File: src/source/ex_pkg.sv
`default_nettype none

package ex_pkg;

  //////////////////////////////////////////////////
  // Widths
  //////////////////////////////////////////////////

  // Integer datapath width, also sets the product width
  localparam int unsigned WORD_WIDTH = 32;

  // Integer register file only, 32 entries
  localparam int unsigned REG_ADDR_WIDTH = 5;

  //////////////////////////////////////////////////
  // Vector types
  //////////////////////////////////////////////////

  // Operands, results, CSR and load data
  typedef logic [WORD_WIDTH-1:0] word_t;

  typedef logic [REG_ADDR_WIDTH-1:0] reg_addr_t;

  //////////////////////////////////////////////////
  // Operator encodings
  //////////////////////////////////////////////////

  // ALU operators, branch comparisons in the upper half
  typedef enum logic [3:0] {
    ADD  = 4'd0,
    SUB  = 4'd1,
    AND  = 4'd2,
    OR   = 4'd3,
    XOR  = 4'd4,
    SLL  = 4'd5,
    SRL  = 4'd6,
    SRA  = 4'd7,
    SLT  = 4'd8,
    SLTU = 4'd9,
    EQ   = 4'd10,
    NE   = 4'd11,
    LT   = 4'd12,
    GE   = 4'd13,
    LTU  = 4'd14,
    GEU  = 4'd15
  } alu_op_e;

  // MUL gives the low word, the rest the high word
  typedef enum logic [1:0] {
    MUL    = 2'd0,
    MULH   = 2'd1,
    MULHSU = 2'd2,
    MULHU  = 2'd3
  } mult_op_e;

endpackage

`default_nettype wire

File: src/source/ex_result_if.sv
`timescale 1ns/10ps
`default_nettype none

// Unit results toward the write-back logic
// Plain levels, sampled while the stage is ready
interface ex_result_if;

  ex_pkg::word_t alu_result;
  logic          cmp_result;
  ex_pkg::word_t mult_result;
  logic          mult_ready;

  // ALU side
  modport alu (
    output alu_result,
    output cmp_result
  );

  // Multiplier side, ready low while the high word is pending
  modport mult (
    output mult_result,
    output mult_ready
  );

  // Write-back and stall control
  modport wb (
    input alu_result,
    input cmp_result,
    input mult_result,
    input mult_ready
  );

endinterface

`default_nettype wire

File: src/source/ex_alu.sv
`timescale 1ns/10ps
`default_nettype none

module ex_alu (
  input  ex_pkg::alu_op_e operator_i,
  input  ex_pkg::word_t   operand_a_i,
  input  ex_pkg::word_t   operand_b_i,
  ex_result_if.alu        res
);

  localparam int unsigned W = ex_pkg::WORD_WIDTH;

  logic                   sub_sel;
  ex_pkg::word_t          adder_b;
  ex_pkg::word_t          adder_res;
  logic [$clog2(W)-1:0]   shamt;
  logic                   shift_left;
  logic                   shift_arith;
  ex_pkg::word_t          shift_in;
  logic [W:0]             shift_ext;
  logic [W:0]             shift_out;
  ex_pkg::word_t          shift_res;
  logic                   cmp_signed;
  logic                   less;
  logic                   equal;

  // Mirror a word, lets one right shifter do left shifts too
  function automatic ex_pkg::word_t bit_reverse(input ex_pkg::word_t value);
    ex_pkg::word_t rev;
    for (int i = 0; i < W; i++) begin
      rev[i] = value[W-1-i];
    end
    return rev;
  endfunction

  //////////////////////////////////////////////////
  // Adder
  //////////////////////////////////////////////////

  // Subtract as a + ~b + 1
  assign sub_sel   = (operator_i == ex_pkg::SUB);
  assign adder_b   = sub_sel ? ~operand_b_i : operand_b_i;
  assign adder_res = operand_a_i + adder_b + ex_pkg::word_t'(sub_sel);

  //////////////////////////////////////////////////
  // Shifter
  //////////////////////////////////////////////////

  // Shift amount from the low bits of b only
  assign shamt       = operand_b_i[$clog2(W)-1:0];
  assign shift_left  = (operator_i == ex_pkg::SLL);
  assign shift_arith = (operator_i == ex_pkg::SRA);
  assign shift_in    = shift_left ? bit_reverse(operand_a_i) : operand_a_i;

  // Extra top bit carries the sign for SRA, zero otherwise
  assign shift_ext = {shift_arith & operand_a_i[W-1], shift_in};
  assign shift_out = $signed(shift_ext) >>> shamt;
  assign shift_res = shift_left ? bit_reverse(shift_out[W-1:0]) : shift_out[W-1:0];

  //////////////////////////////////////////////////
  // Comparator
  //////////////////////////////////////////////////

  assign cmp_signed = operator_i inside {ex_pkg::SLT, ex_pkg::LT, ex_pkg::GE};

  // Sign or zero extend to one common signed compare
  assign less  = $signed({cmp_signed & operand_a_i[W-1], operand_a_i})
               < $signed({cmp_signed & operand_b_i[W-1], operand_b_i});
  assign equal = (operand_a_i == operand_b_i);

  // Branch decision
  always_comb begin
    case (operator_i)
      ex_pkg::EQ:                                        res.cmp_result = equal;
      ex_pkg::NE:                                        res.cmp_result = ~equal;
      ex_pkg::LT, ex_pkg::LTU, ex_pkg::SLT, ex_pkg::SLTU: res.cmp_result = less;
      ex_pkg::GE, ex_pkg::GEU:                           res.cmp_result = ~less;
      default:                                           res.cmp_result = 1'b0;
    endcase
  end

  // Result select, branch-only operators give zero
  always_comb begin
    case (operator_i)
      ex_pkg::ADD, ex_pkg::SUB:               res.alu_result = adder_res;
      ex_pkg::AND:                            res.alu_result = operand_a_i & operand_b_i;
      ex_pkg::OR:                             res.alu_result = operand_a_i | operand_b_i;
      ex_pkg::XOR:                            res.alu_result = operand_a_i ^ operand_b_i;
      ex_pkg::SLL, ex_pkg::SRL, ex_pkg::SRA:  res.alu_result = shift_res;
      ex_pkg::SLT, ex_pkg::SLTU:              res.alu_result = ex_pkg::word_t'(less);
      default:                                res.alu_result = '0;
    endcase
  end

  // Known operator and operands must give a known result
  alu_result_known_a: assert final (
    $isunknown({operator_i, operand_a_i, operand_b_i}) || !$isunknown(res.alu_result)
  ) else $error("ALU result unknown for operator %0d", operator_i);

endmodule

`default_nettype wire

File: src/source/ex_mult.sv
`timescale 1ns/10ps
`default_nettype none

module ex_mult #(
  parameter bit SPLIT_HIGH = 1'b1
) (
  input  logic             clk,
  input  logic             rst_n,
  input  logic             enable_i,
  input  ex_pkg::mult_op_e operator_i,
  input  ex_pkg::word_t    op_a_i,
  input  ex_pkg::word_t    op_b_i,
  input  logic             ex_ready_i,
  output logic             multicycle_o,
  ex_result_if.mult        res
);

  localparam int unsigned W = ex_pkg::WORD_WIDTH;

  typedef enum logic {
    MULT_IDLE,
    MULT_FINISH
  } mult_state_e;

  mult_state_e         state_q;
  mult_state_e         state_d;
  logic                signed_a;
  logic                signed_b;
  logic signed [W:0]   op_a_ext;
  logic signed [W:0]   op_b_ext;
  logic signed [2*W+1:0] prod_full;
  logic [2*W-1:0]      product;
  logic                high_op;
  logic                split_start;
  ex_pkg::word_t       prod_hi_q;

  //////////////////////////////////////////////////
  // Product
  //////////////////////////////////////////////////

  // MULH signs both, MULHSU only a, MULHU none
  assign signed_a = operator_i inside {ex_pkg::MULH, ex_pkg::MULHSU};
  assign signed_b = (operator_i == ex_pkg::MULH);
  assign high_op  = (operator_i != ex_pkg::MUL);

  assign op_a_ext = {signed_a & op_a_i[W-1], op_a_i};
  assign op_b_ext = {signed_b & op_b_i[W-1], op_b_i};

  // 33x33 signed multiply, the low 64 bits are the product
  assign prod_full = op_a_ext * op_b_ext;
  assign product   = prod_full[2*W-1:0];

  //////////////////////////////////////////////////
  // High word FSM
  //////////////////////////////////////////////////

  // A high product entering from idle takes an extra cycle
  assign split_start = SPLIT_HIGH && enable_i && high_op && (state_q == MULT_IDLE);

  always_comb begin
    state_d = state_q;
    case (state_q)
      MULT_IDLE: begin
        if (split_start) begin
          state_d = MULT_FINISH;
        end
      end
      // Hold the result until the stage moves on
      MULT_FINISH: begin
        if (ex_ready_i) begin
          state_d = MULT_IDLE;
        end
      end
      default: state_d = MULT_IDLE;
    endcase
  end

  always_ff @(posedge clk or negedge rst_n) begin
    if (!rst_n) begin
      state_q <= MULT_IDLE;
    end else begin
      state_q <= state_d;
    end
  end

  // High word register, released in the finish state
  always_ff @(posedge clk) begin
    if (split_start) begin
      prod_hi_q <= product[2*W-1:W];
    end
  end

  //////////////////////////////////////////////////
  // Outputs
  //////////////////////////////////////////////////

  assign multicycle_o   = split_start;
  assign res.mult_ready = ~split_start;

  always_comb begin
    if (state_q == MULT_FINISH) begin
      res.mult_result = prod_hi_q;
    end else if (high_op) begin
      res.mult_result = product[2*W-1:W];
    end else begin
      res.mult_result = product[W-1:0];
    end
  end

  // The multiplier stalls only for an issued operation
  mult_ready_needs_en_a: assert property (
    @(posedge clk) disable iff (!rst_n) !res.mult_ready |-> enable_i
  ) else $error("mult_ready low with no multiply issued");

  // The low product never needs a second cycle
  mul_single_cycle_a: assert property (
    @(posedge clk) disable iff (!rst_n) multicycle_o |-> (operator_i != ex_pkg::MUL)
  ) else $error("multicycle raised for MUL");

endmodule

`default_nettype wire

File: src/source/ex_wb_ctrl.sv
`timescale 1ns/10ps
`default_nettype none

module ex_wb_ctrl (
  input  logic              clk,
  input  logic              rst_n,
  ex_result_if.wb           res,
  input  logic              alu_en_i,
  input  logic              mult_en_i,
  input  logic              csr_access_i,
  input  ex_pkg::word_t     csr_rdata_i,
  input  logic              lsu_en_i,
  input  ex_pkg::word_t     lsu_rdata_i,
  input  logic              lsu_ready_ex_i,
  input  logic              lsu_err_i,
  input  logic              branch_in_ex_i,
  input  logic              regfile_alu_we_i,
  input  ex_pkg::reg_addr_t regfile_alu_waddr_i,
  input  logic              regfile_we_i,
  input  ex_pkg::reg_addr_t regfile_waddr_i,
  input  logic              wb_ready_i,
  output logic              regfile_alu_we_fw_o,
  output ex_pkg::reg_addr_t regfile_alu_waddr_fw_o,
  output ex_pkg::word_t     regfile_alu_wdata_fw_o,
  output logic              regfile_we_wb_o,
  output ex_pkg::reg_addr_t regfile_waddr_wb_o,
  output ex_pkg::word_t     regfile_wdata_wb_o,
  output logic              ex_ready_o,
  output logic              ex_valid_o
);

  logic              units_ready;
  logic              any_en;
  logic              we_capture;
  logic              we_lsu_q;
  ex_pkg::reg_addr_t waddr_lsu_q;

  //////////////////////////////////////////////////
  // ALU write port
  //////////////////////////////////////////////////

  assign regfile_alu_we_fw_o    = regfile_alu_we_i;
  assign regfile_alu_waddr_fw_o = regfile_alu_waddr_i;

  // CSR over multiplier over ALU, zero when idle
  always_comb begin
    if (csr_access_i) begin
      regfile_alu_wdata_fw_o = csr_rdata_i;
    end else if (mult_en_i) begin
      regfile_alu_wdata_fw_o = res.mult_result;
    end else if (alu_en_i) begin
      regfile_alu_wdata_fw_o = res.alu_result;
    end else begin
      regfile_alu_wdata_fw_o = '0;
    end
  end

  //////////////////////////////////////////////////
  // EX/WB register for the load port
  //////////////////////////////////////////////////

  // A faulting load never writes back
  assign we_capture = regfile_we_i & ~lsu_err_i;

  always_ff @(posedge clk or negedge rst_n) begin
    if (!rst_n) begin
      we_lsu_q <= 1'b0;
    end else if (ex_valid_o) begin
      we_lsu_q <= we_capture;
    end else if (wb_ready_i) begin
      // WB drained and nothing new, drop the entry
      we_lsu_q <= 1'b0;
    end
  end

  always_ff @(posedge clk) begin
    if (ex_valid_o && we_capture) begin
      waddr_lsu_q <= regfile_waddr_i;
    end
  end

  assign regfile_we_wb_o    = we_lsu_q;
  assign regfile_waddr_wb_o = waddr_lsu_q;
  // Load data arrives in the WB cycle itself
  assign regfile_wdata_wb_o = lsu_rdata_i;

  //////////////////////////////////////////////////
  // Stall control
  //////////////////////////////////////////////////

  assign units_ready = res.mult_ready & lsu_ready_ex_i & wb_ready_i;
  assign any_en      = alu_en_i | mult_en_i | csr_access_i | lsu_en_i;

  // Branches resolve in EX, so they never wait on WB
  assign ex_ready_o = units_ready | branch_in_ex_i;
  assign ex_valid_o = any_en & units_ready;

  // Decode issues to one forward source at a time
  one_source_a: assert property (
    @(posedge clk) disable iff (!rst_n) $onehot0({alu_en_i, mult_en_i, csr_access_i})
  ) else $error("More than one forward source enabled");

  no_wb_after_err_a: assert property (
    @(posedge clk) disable iff (!rst_n) (ex_valid_o && lsu_err_i) |=> !regfile_we_wb_o
  ) else $error("Write-back enabled after a load error");

endmodule

`default_nettype wire

File: src/source/ex_stage.sv
`timescale 1ns/10ps
`default_nettype none

module ex_stage #(
  parameter bit MULT_SPLIT_HIGH = 1'b1
) (
  input  logic              clk,
  input  logic              rst_n,

  // ALU
  input  logic              alu_en_i,
  input  ex_pkg::alu_op_e   alu_operator_i,
  input  ex_pkg::word_t     alu_operand_a_i,
  input  ex_pkg::word_t     alu_operand_b_i,
  input  ex_pkg::word_t     alu_operand_c_i,

  // Multiplier
  input  logic              mult_en_i,
  input  ex_pkg::mult_op_e  mult_operator_i,
  input  ex_pkg::word_t     mult_operand_a_i,
  input  ex_pkg::word_t     mult_operand_b_i,

  // CSR and load unit
  input  logic              csr_access_i,
  input  ex_pkg::word_t     csr_rdata_i,
  input  logic              lsu_en_i,
  input  ex_pkg::word_t     lsu_rdata_i,
  input  logic              lsu_ready_ex_i,
  input  logic              lsu_err_i,

  // From ID
  input  logic              branch_in_ex_i,
  input  logic              regfile_alu_we_i,
  input  ex_pkg::reg_addr_t regfile_alu_waddr_i,
  input  logic              regfile_we_i,
  input  ex_pkg::reg_addr_t regfile_waddr_i,
  input  logic              wb_ready_i,

  output logic              mult_multicycle_o,
  output logic              regfile_alu_we_fw_o,
  output ex_pkg::reg_addr_t regfile_alu_waddr_fw_o,
  output ex_pkg::word_t     regfile_alu_wdata_fw_o,
  output logic              regfile_we_wb_o,
  output ex_pkg::reg_addr_t regfile_waddr_wb_o,
  output ex_pkg::word_t     regfile_wdata_wb_o,
  output logic              branch_decision_o,
  output ex_pkg::word_t     jump_target_o,
  output logic              ex_ready_o,
  output logic              ex_valid_o
);

  ex_result_if result_if ();

  // Branch outcome from the ALU comparator, target computed in ID
  assign branch_decision_o = result_if.cmp_result;
  assign jump_target_o     = alu_operand_c_i;

  ex_alu alu_i (
    .operator_i  (alu_operator_i),
    .operand_a_i (alu_operand_a_i),
    .operand_b_i (alu_operand_b_i),
    .res         (result_if.alu)
  );

  ex_mult #(
    .SPLIT_HIGH (MULT_SPLIT_HIGH)
  ) mult_i (
    .clk          (clk),
    .rst_n        (rst_n),
    .enable_i     (mult_en_i),
    .operator_i   (mult_operator_i),
    .op_a_i       (mult_operand_a_i),
    .op_b_i       (mult_operand_b_i),
    .ex_ready_i   (ex_ready_o),
    .multicycle_o (mult_multicycle_o),
    .res          (result_if.mult)
  );

  ex_wb_ctrl wb_ctrl_i (
    .clk                    (clk),
    .rst_n                  (rst_n),
    .res                    (result_if.wb),
    .alu_en_i               (alu_en_i),
    .mult_en_i              (mult_en_i),
    .csr_access_i           (csr_access_i),
    .csr_rdata_i            (csr_rdata_i),
    .lsu_en_i               (lsu_en_i),
    .lsu_rdata_i            (lsu_rdata_i),
    .lsu_ready_ex_i         (lsu_ready_ex_i),
    .lsu_err_i              (lsu_err_i),
    .branch_in_ex_i         (branch_in_ex_i),
    .regfile_alu_we_i       (regfile_alu_we_i),
    .regfile_alu_waddr_i    (regfile_alu_waddr_i),
    .regfile_we_i           (regfile_we_i),
    .regfile_waddr_i        (regfile_waddr_i),
    .wb_ready_i             (wb_ready_i),
    .regfile_alu_we_fw_o    (regfile_alu_we_fw_o),
    .regfile_alu_waddr_fw_o (regfile_alu_waddr_fw_o),
    .regfile_alu_wdata_fw_o (regfile_alu_wdata_fw_o),
    .regfile_we_wb_o        (regfile_we_wb_o),
    .regfile_waddr_wb_o     (regfile_waddr_wb_o),
    .regfile_wdata_wb_o     (regfile_wdata_wb_o),
    .ex_ready_o             (ex_ready_o),
    .ex_valid_o             (ex_valid_o)
  );

endmodule

`default_nettype wire

File: config.mk
export PLATFORM = sky130hd
export DESIGN_NAME = ex_stage
export DESIGN_NICKNAME = d
export VERILOG_FILES = /design/src/source/ex_pkg.sv /design/src/source/ex_result_if.sv /design/src/source/ex_alu.sv /design/src/source/ex_mult.sv /design/src/source/ex_wb_ctrl.sv /design/src/source/ex_stage.sv
export SDC_FILE = /design/constraint.sdc
export NUM_CORES = 2
export LEC_CHECK = 0
export BUFFER_PORTS_ARGS = -buffer_cell sky130_fd_sc_hd__buf_4
export CAP_MARGIN = 25
export CORE_MARGIN = 2
export CORE_UTILIZATION = 45
export DETAILED_ROUTE_END_ITERATION = 12
export GPL_TIMING_DRIVEN = 1
export SLEW_MARGIN = 20
export SYNTH_ARGS = -nofsm -noshare
export SYNTH_HDL_FRONTEND = slang
export SYNTH_SLANG_ARGS = --single-unit
File: constraint.sdc
create_clock -name clk -period 13.3 [get_ports clk]
set_clock_uncertainty 0.2 [all_clocks]
set_input_delay 0.665 -clock clk [delete_from_list [all_inputs] [get_ports clk]]
set_output_delay 0.665 -clock clk [all_outputs]
set_load 0.01 [all_outputs]
Word level (Yosys, flattened, before mapping)

Cells that the tools add are included.

Add/subtract/negate cells: 2
Multipliers: 1
Div/mod/pow operators: 0
Magnitude comparators: 1
Eq/ne operators: 18
Shifts and indexed selects: 1
Multiplexer cells: 15
Bitwise logic cells: 22
Reduce and logical (&&, ||, !) cells: 13

Operator list:

| kind                                                            | number |
|---|---|
| 32-bit 2-to-1 mux                                               | 8 |
| 32-bit one-hot mux with 6 select lines                          | 1 |
| 33-bit by 33-bit multiplier with 64-bit output                  | 1 |
| 33-bit < comparator                                             | 1 |
| 33-bit by 5-bit >>> shifter with 32-bit output                  | 1 |
| 32-bit by 1-bit adder with 32-bit output                        | 1 |
| 32-bit adder                                                    | 1 |
| 32-bit AND                                                      | 1 |
| 32-bit == test                                                  | 1 |
| 4-bit == test, second input constant                            | 8 |
| 32-bit inverter                                                 | 1 |
| 32-bit OR                                                       | 1 |
| 32-bit XOR                                                      | 1 |
| 4-bit by 3-bit == test with 1-bit output, second input constant | 4 |
| 1-bit AND                                                       | 9 |
| 4-bit by 2-bit == test with 1-bit output, second input constant | 2 |
| 2-bit nonzero test                                              | 3 |
| 2-bit OR reduction                                              | 3 |
| 1-bit inverter                                                  | 5 |
| 4-bit by 1-bit == test with 1-bit output, second input constant | 1 |
| 4-bit logical NOT                                               | 1 |
| 1-bit 2-to-1 mux                                                | 4 |
| 1-bit OR                                                        | 4 |
| 1-bit one-hot mux with 4 select lines                           | 1 |
| other kinds (7)                                                 | 9 |

Register bits after elaboration: 39
Latch bits: 0
RAM bits: 0
Bits in read-only memories: 0
Output and inout bits: 112
Word-level logic and storage cells: 77
Memories: 0

Depth between registers and ports, before layout

Depth in word-level cells: 9
Gate-level depth with buffers: 33

Hierarchy

Synthesis repeated with hierarchy kept, for this count alone.

Cells, all modules: 5589
Area, all modules: 48484.0 um2

By module, submodules not included:

| module     | instances | cells each | area an instance (um2) | sequential area each (um2) |
|---|---|---|---|---|
| ex_mult    | 1         | 4418       | 39756.9                | 985.9 |
| ex_alu     | 1         | 941        | 7106.8                 | 0.0 |
| ex_wb_ctrl | 1         | 198        | 1380.1                 | 175.2 |
| ex_stage   | 1         | 32         | 240.2                  | 0.0 |

Least setup slack after synthesis

OpenSTA, ideal clock, no wires.

Kind: input to output
From: input port mult_operator_i[1]
To: output port regfile_alu_wdata_fw_o[26]
Data arrival time: 8.922 ns
Required time: 12.435 ns
Setup slack: 3.513 ns
Cell stages on the path: 31
Path through: inv_1 ha_1 and2_1 clkbuf_1 clkbuf_1 nand2_1 inv_1 fa_1 fa_1 fa_1 inv_1 fa_1 inv_1 fa_1 fa_1 inv_1 fa_1 inv_1 fa_1 ha_1 buf_2 a21o_1 a21o_1 a221oi_1 a21boi_0 a2111oi_0 nand2_1 a41oi_1 o21ai_0 mux2i_1 o21ai_0

Cells in the longest elaborated chain, start to end: 8

RTL lines:

| item                                                                      | line                         | RTL |
|---|---|---|
| start, declared                                                           | ex_stage.sv:19               | `input ex_pkg::mult_op_e mult_operator_i,` |
| 2-bit by 1-bit == test with 1-bit output or 2-bit == test (tied branches) | ex_mult.sv:42, ex_mult.sv:43 |  |
| 2-bit nonzero test                                                        | ex_mult.sv:42                | `assign signed_a = operator_i inside {ex_pkg::MULH, ex_pkg::MULHSU};` |
| 1-bit AND                                                                 | ex_mult.sv:46                | `assign op_a_ext = {signed_a & op_a_i[W-1], op_a_i};` |
| 33-bit by 33-bit multiplier with 64-bit output                            | ex_mult.sv:50                | `assign prod_full = op_a_ext * op_b_ext;` |
| 32-bit 2-to-1 mux *                                                       | ex_mult.sv:103               | `end else if (high_op) begin` |
| 32-bit 2-to-1 mux *                                                       | ex_mult.sv:101               | `if (state_q == MULT_FINISH) begin` |
| 32-bit 2-to-1 mux *                                                       | ex_wb_ctrl.sv:49             | `end else if (mult_en_i) begin` |
| 32-bit 2-to-1 mux *                                                       | ex_wb_ctrl.sv:47             | `if (csr_access_i) begin` |
| end, declared                                                             | ex_stage.sv:42               | `output ex_pkg::word_t regfile_alu_wdata_fw_o,` |

Mark *: on every way between the ends. The rest lies on a longest branch, timed or not.

Worst setup path in the final report

From: input port mult_operator_i[1]
To: output port regfile_alu_wdata_fw_o[22]

Cells in the longest elaborated chain, start to end: 8

RTL lines:

| item                                                                      | line                         | RTL |
|---|---|---|
| 2-bit by 1-bit == test with 1-bit output or 2-bit == test (tied branches) | ex_mult.sv:42, ex_mult.sv:43 |  |
| 2-bit nonzero test                                                        | ex_mult.sv:42                |  |
| 1-bit AND                                                                 | ex_mult.sv:46                |  |
| 33-bit by 33-bit multiplier with 64-bit output *                          | ex_mult.sv:50                |  |
| named net mult_i.prod_full[54]                                            | ex_mult.sv:31                | `logic signed [2*W+1:0] prod_full;` |
| 32-bit 2-to-1 mux *                                                       | ex_mult.sv:103               |  |
| 32-bit 2-to-1 mux *                                                       | ex_mult.sv:101               |  |
| 32-bit 2-to-1 mux *                                                       | ex_wb_ctrl.sv:49             |  |
| 32-bit 2-to-1 mux *                                                       | ex_wb_ctrl.sv:47             |  |

Mark *: on every way through the listed nets, which the timed path passes. The rest lies on a longest branch.

==> results.py <==
metrics = {
    "placed_design": {
        "io_buffer_count": 223,
        "pre_cts_ws_ns": 1.98,
        "dp_hpwl_um": 122000,
        "place_congestion": 1.01,
        "dp.cells": 6809,
    },
    "finish": {
        "ff_latch_area_um2": 1160,
        "area_growth_pct": 4.41,
        "num-fill-cells": 10529,
        "layout-drive-gt1-share_pct": 6.43,
        "finalNonFillerCells": 6824,
        "nets": 7132,
        "multi_input_area_um2": 40600,
    },
    "route": {
        "post_drt_wl_per_cell_um": 21.7,
        "final_antenna_net_count": 0,
        "drc": 0,
        "num_vias": 37721,
        "drt-pass1-iter-count": 8,
        "drtIter0Drc": 2972,
        "wl_um": 148000,
        "viasPerCell": 5.53,
    },
    "sta": {
        "rsz0062_at_grt": "false",
        "slew-limit-headroom_pct": 28.0,
        "layout_setup_ws_ns": 1.95,
        "final_hold_viol_count": 0,
        "finalSetupViolations": 0,
        "tightest_slew_ns": 1.07,
        "period_minus_slack_ns": 11.35,
        "fmax_ghz": 0.0881,
        "tns_ns": 0,
        "min_period_over_period_pct": 85.3,
        "slew_violations": 0,
    },
    "cts": {
        "cts_setup_buffers": 0,
        "cts_max_level": 2,
        "post_cts_resized": 0,
        "clkSinkCount": 39,
        "clk_pin_slew_ns": 0.07,
        "clock_latency_ns": 0.31,
        "cts_buffer_depth": 2,
        "cts_tree": "done",
        "cts_made_buffers": 5,
        "holdBufCountCts": 1,
        "clockRootBuffer": "clkbuf_16",
    },
    "die": {
        "start_util_pct": 45.2,
        "core_area_um2": 107000,
        "dieWidth_um": 331,
        "rows": 120,
        "ios": 364,
        "die_y_um": 331,
        "die-area_um2": 110000,
    },
    "synth": {
        "synthFlopType": "edfxtp_1",
        "async_flop_share_pct": 5.13,
        "ys_seq_elements": 39,
        "avgSynthCellArea_um2": 8.72,
        "synthesis.area_um2": 48200,
        "synth_warnings": 0,
        "seq_area_frac_synth_pct": 2.41,
        "synth_fp_nets": 7249,
        "postSynthCellCount": 5531,
        "netlist-cell-type-count": 88,
        "synth_edf_count": 37,
    },
    "worst_setup_path": {
        "crit_top_cell": "fa_1",
        "critPathLaunchType": "input port",
        "critPathLaunch": "mult_operator_i[1]",
        "worstPathArrival_ns": 10.48,
        "critical_path.slowest_cell": "fa_1",
        "path_buf_inv": 9,
        "path_delay_family": "adder cells",
        "worst-setup-path-type": "in2out",
        "worstPathRequired_ns": 12.44,
        "worstPathMaxFanout": 18,
        "r2r-start": "mult_i.state_q",
        "max_stage_delay_ns": 0.64,
        "cp-end-kind": "output pin",
    },
    "hold_path": {
        "hold_path_class": "reg2reg",
        "hold_start": "wb_ctrl_i.regfile_we_wb_o",
    },
    "run": {
        "max_cap_viol_count": 0,
    },
    "global_route": {
        "grt_usage_pct": 27.6,
        "grt_max_degree": 53,
        "antenna_found_initial": 9,
        "overflow": 0,
        "grt_pass1_wl_um": 235000,
        "grt_pass1_vias": 39690,
    },
    "run_status": {
        "status": "finished, final reports clean",
    },
}
-- stage by stage --
step                area (µm²)  hold slack [ns]  util (%)
finish                   50300            0.292      47.2
global route             50300            0.323      47.2
CTS                      50300            0.294      47.2
detailed placement       50200            0.252      47.0
global placement         50100            0.249      47.0
floorplan                48200            0.169         -
-- synthesized netlist by cell type, types with 46 or more instances --
library cell | n | area share (%)
a21o_1 | 62 | 0.97
a21oi_1 | 167 | 1.7
and2_1 | 290 | 3.8
buf_4 | 71 | 1.1
clkbuf_1 | 278 | 2.2
fa_1 | 1126 | 47
ha_1 | 340 | 8.8
inv_1 | 1273 | 9.9
nand2_1 | 891 | 6.9
nand3_1 | 46 | 0.48
nor2_1 | 148 | 1.2
o21ai_0 | 109 | 1.1
xnor2_1 | 90 | 1.6
-- flip-flops by register name (all words and copies together) (netlist names) --
| register | cells |
|---|---|
| mult_i.prod_hi_q | 32 |
| wb_ctrl_i.regfile_waddr_wb_o | 5 |
| mult_i.state_q | 1 |
| wb_ctrl_i.regfile_we_wb_o | 1 |
-- final cells by class --
| class | instances | area share (%) |
|---|---|---|
| sequential | 39 | 2.31 |
| timing repair buffer | 246 | 3.68 |
| inverter | 1277 | 9.52 |
| clock buffer | 5 | 0.249 |
| tap | 1403 | 3.49 |
| antenna | 6 | 0.0298 |
| clock inverter | 3 | 0.0870 |
| multi-input combinational | 3845 | 80.6 |
-- cells by family after synthesis --
kind of cell	after synthesis	share of synthesized area [%]
AO/OA/AOI/OAI	615	8.53
multiplexers	96	3.17
buffers and inverters	1647	13.5
AND/OR/NAND/NOR	1543	14.6
adder cells (fa/ha/maj)	1466	55.6
flip-flops	39	2.41
XOR/XNOR	125	2.30
-- path summary, 6_finish.rpt --
path | endpoint | slack, ns | cells after the start
setup / recovery | regfile_alu_wdata_fw_o[22] | 1.95 | 31
hold reg to reg | wb_ctrl_i.regfile_we_wb_o | 0.29 | 1
hold / removal | wb_ctrl_i.regfile_we_wb_o | 0.29 | 1
min in group asynchronous | wb_ctrl_i.regfile_we_wb_o | 0.48 | 2
setup reg to reg | mult_i.prod_hi_q[10] | 10.84 | 5
max in group asynchronous | mult_i.state_q | 12.33 | 2
-- worst reg2reg max path: cells and delay by family (launching register included) --
| kind | cells | cell delay, ns |
|---|---|---|
| simple gates | 2 | 0.71 |
| buf+inv | 3 | 0.80 |
| flops | 1 | 0.37 |
-- cells in the final DEF, fill, tap and decap left out, drive strengths merged, types with 16 or more instances in the layout --
cell type  instances
a21o              62
and3              32
xor2              34
xnor2             90
o211ai            17
buf              245
nor2b             16
fa              1126
o21bai            19
a211oi            23
edfxtp            37
inv             1274
a221oi            31
nand3             46
o21ai            114
a21oi            167
a31oi             30
a221o             17
mux4              44
nand4             20
mux2i             45
nor2             148
nand2            891
ha               340
nor3              25
and2             290
-- per-layer routing --
metal / vias up / wire, µm / track usage (%)
li1: 16455 / - / -
met1: 19626 / 60700 / 37.6
met2: 1398 / 71500 / 46.0
met3: 240 / 10200 / 3.41
met4: 2 / 5510 / 9.08
met5: - / 15 / 0
Power is not shown: default switching activity piles up to over one toggle a cycle in this logic, so the estimate is an artifact.
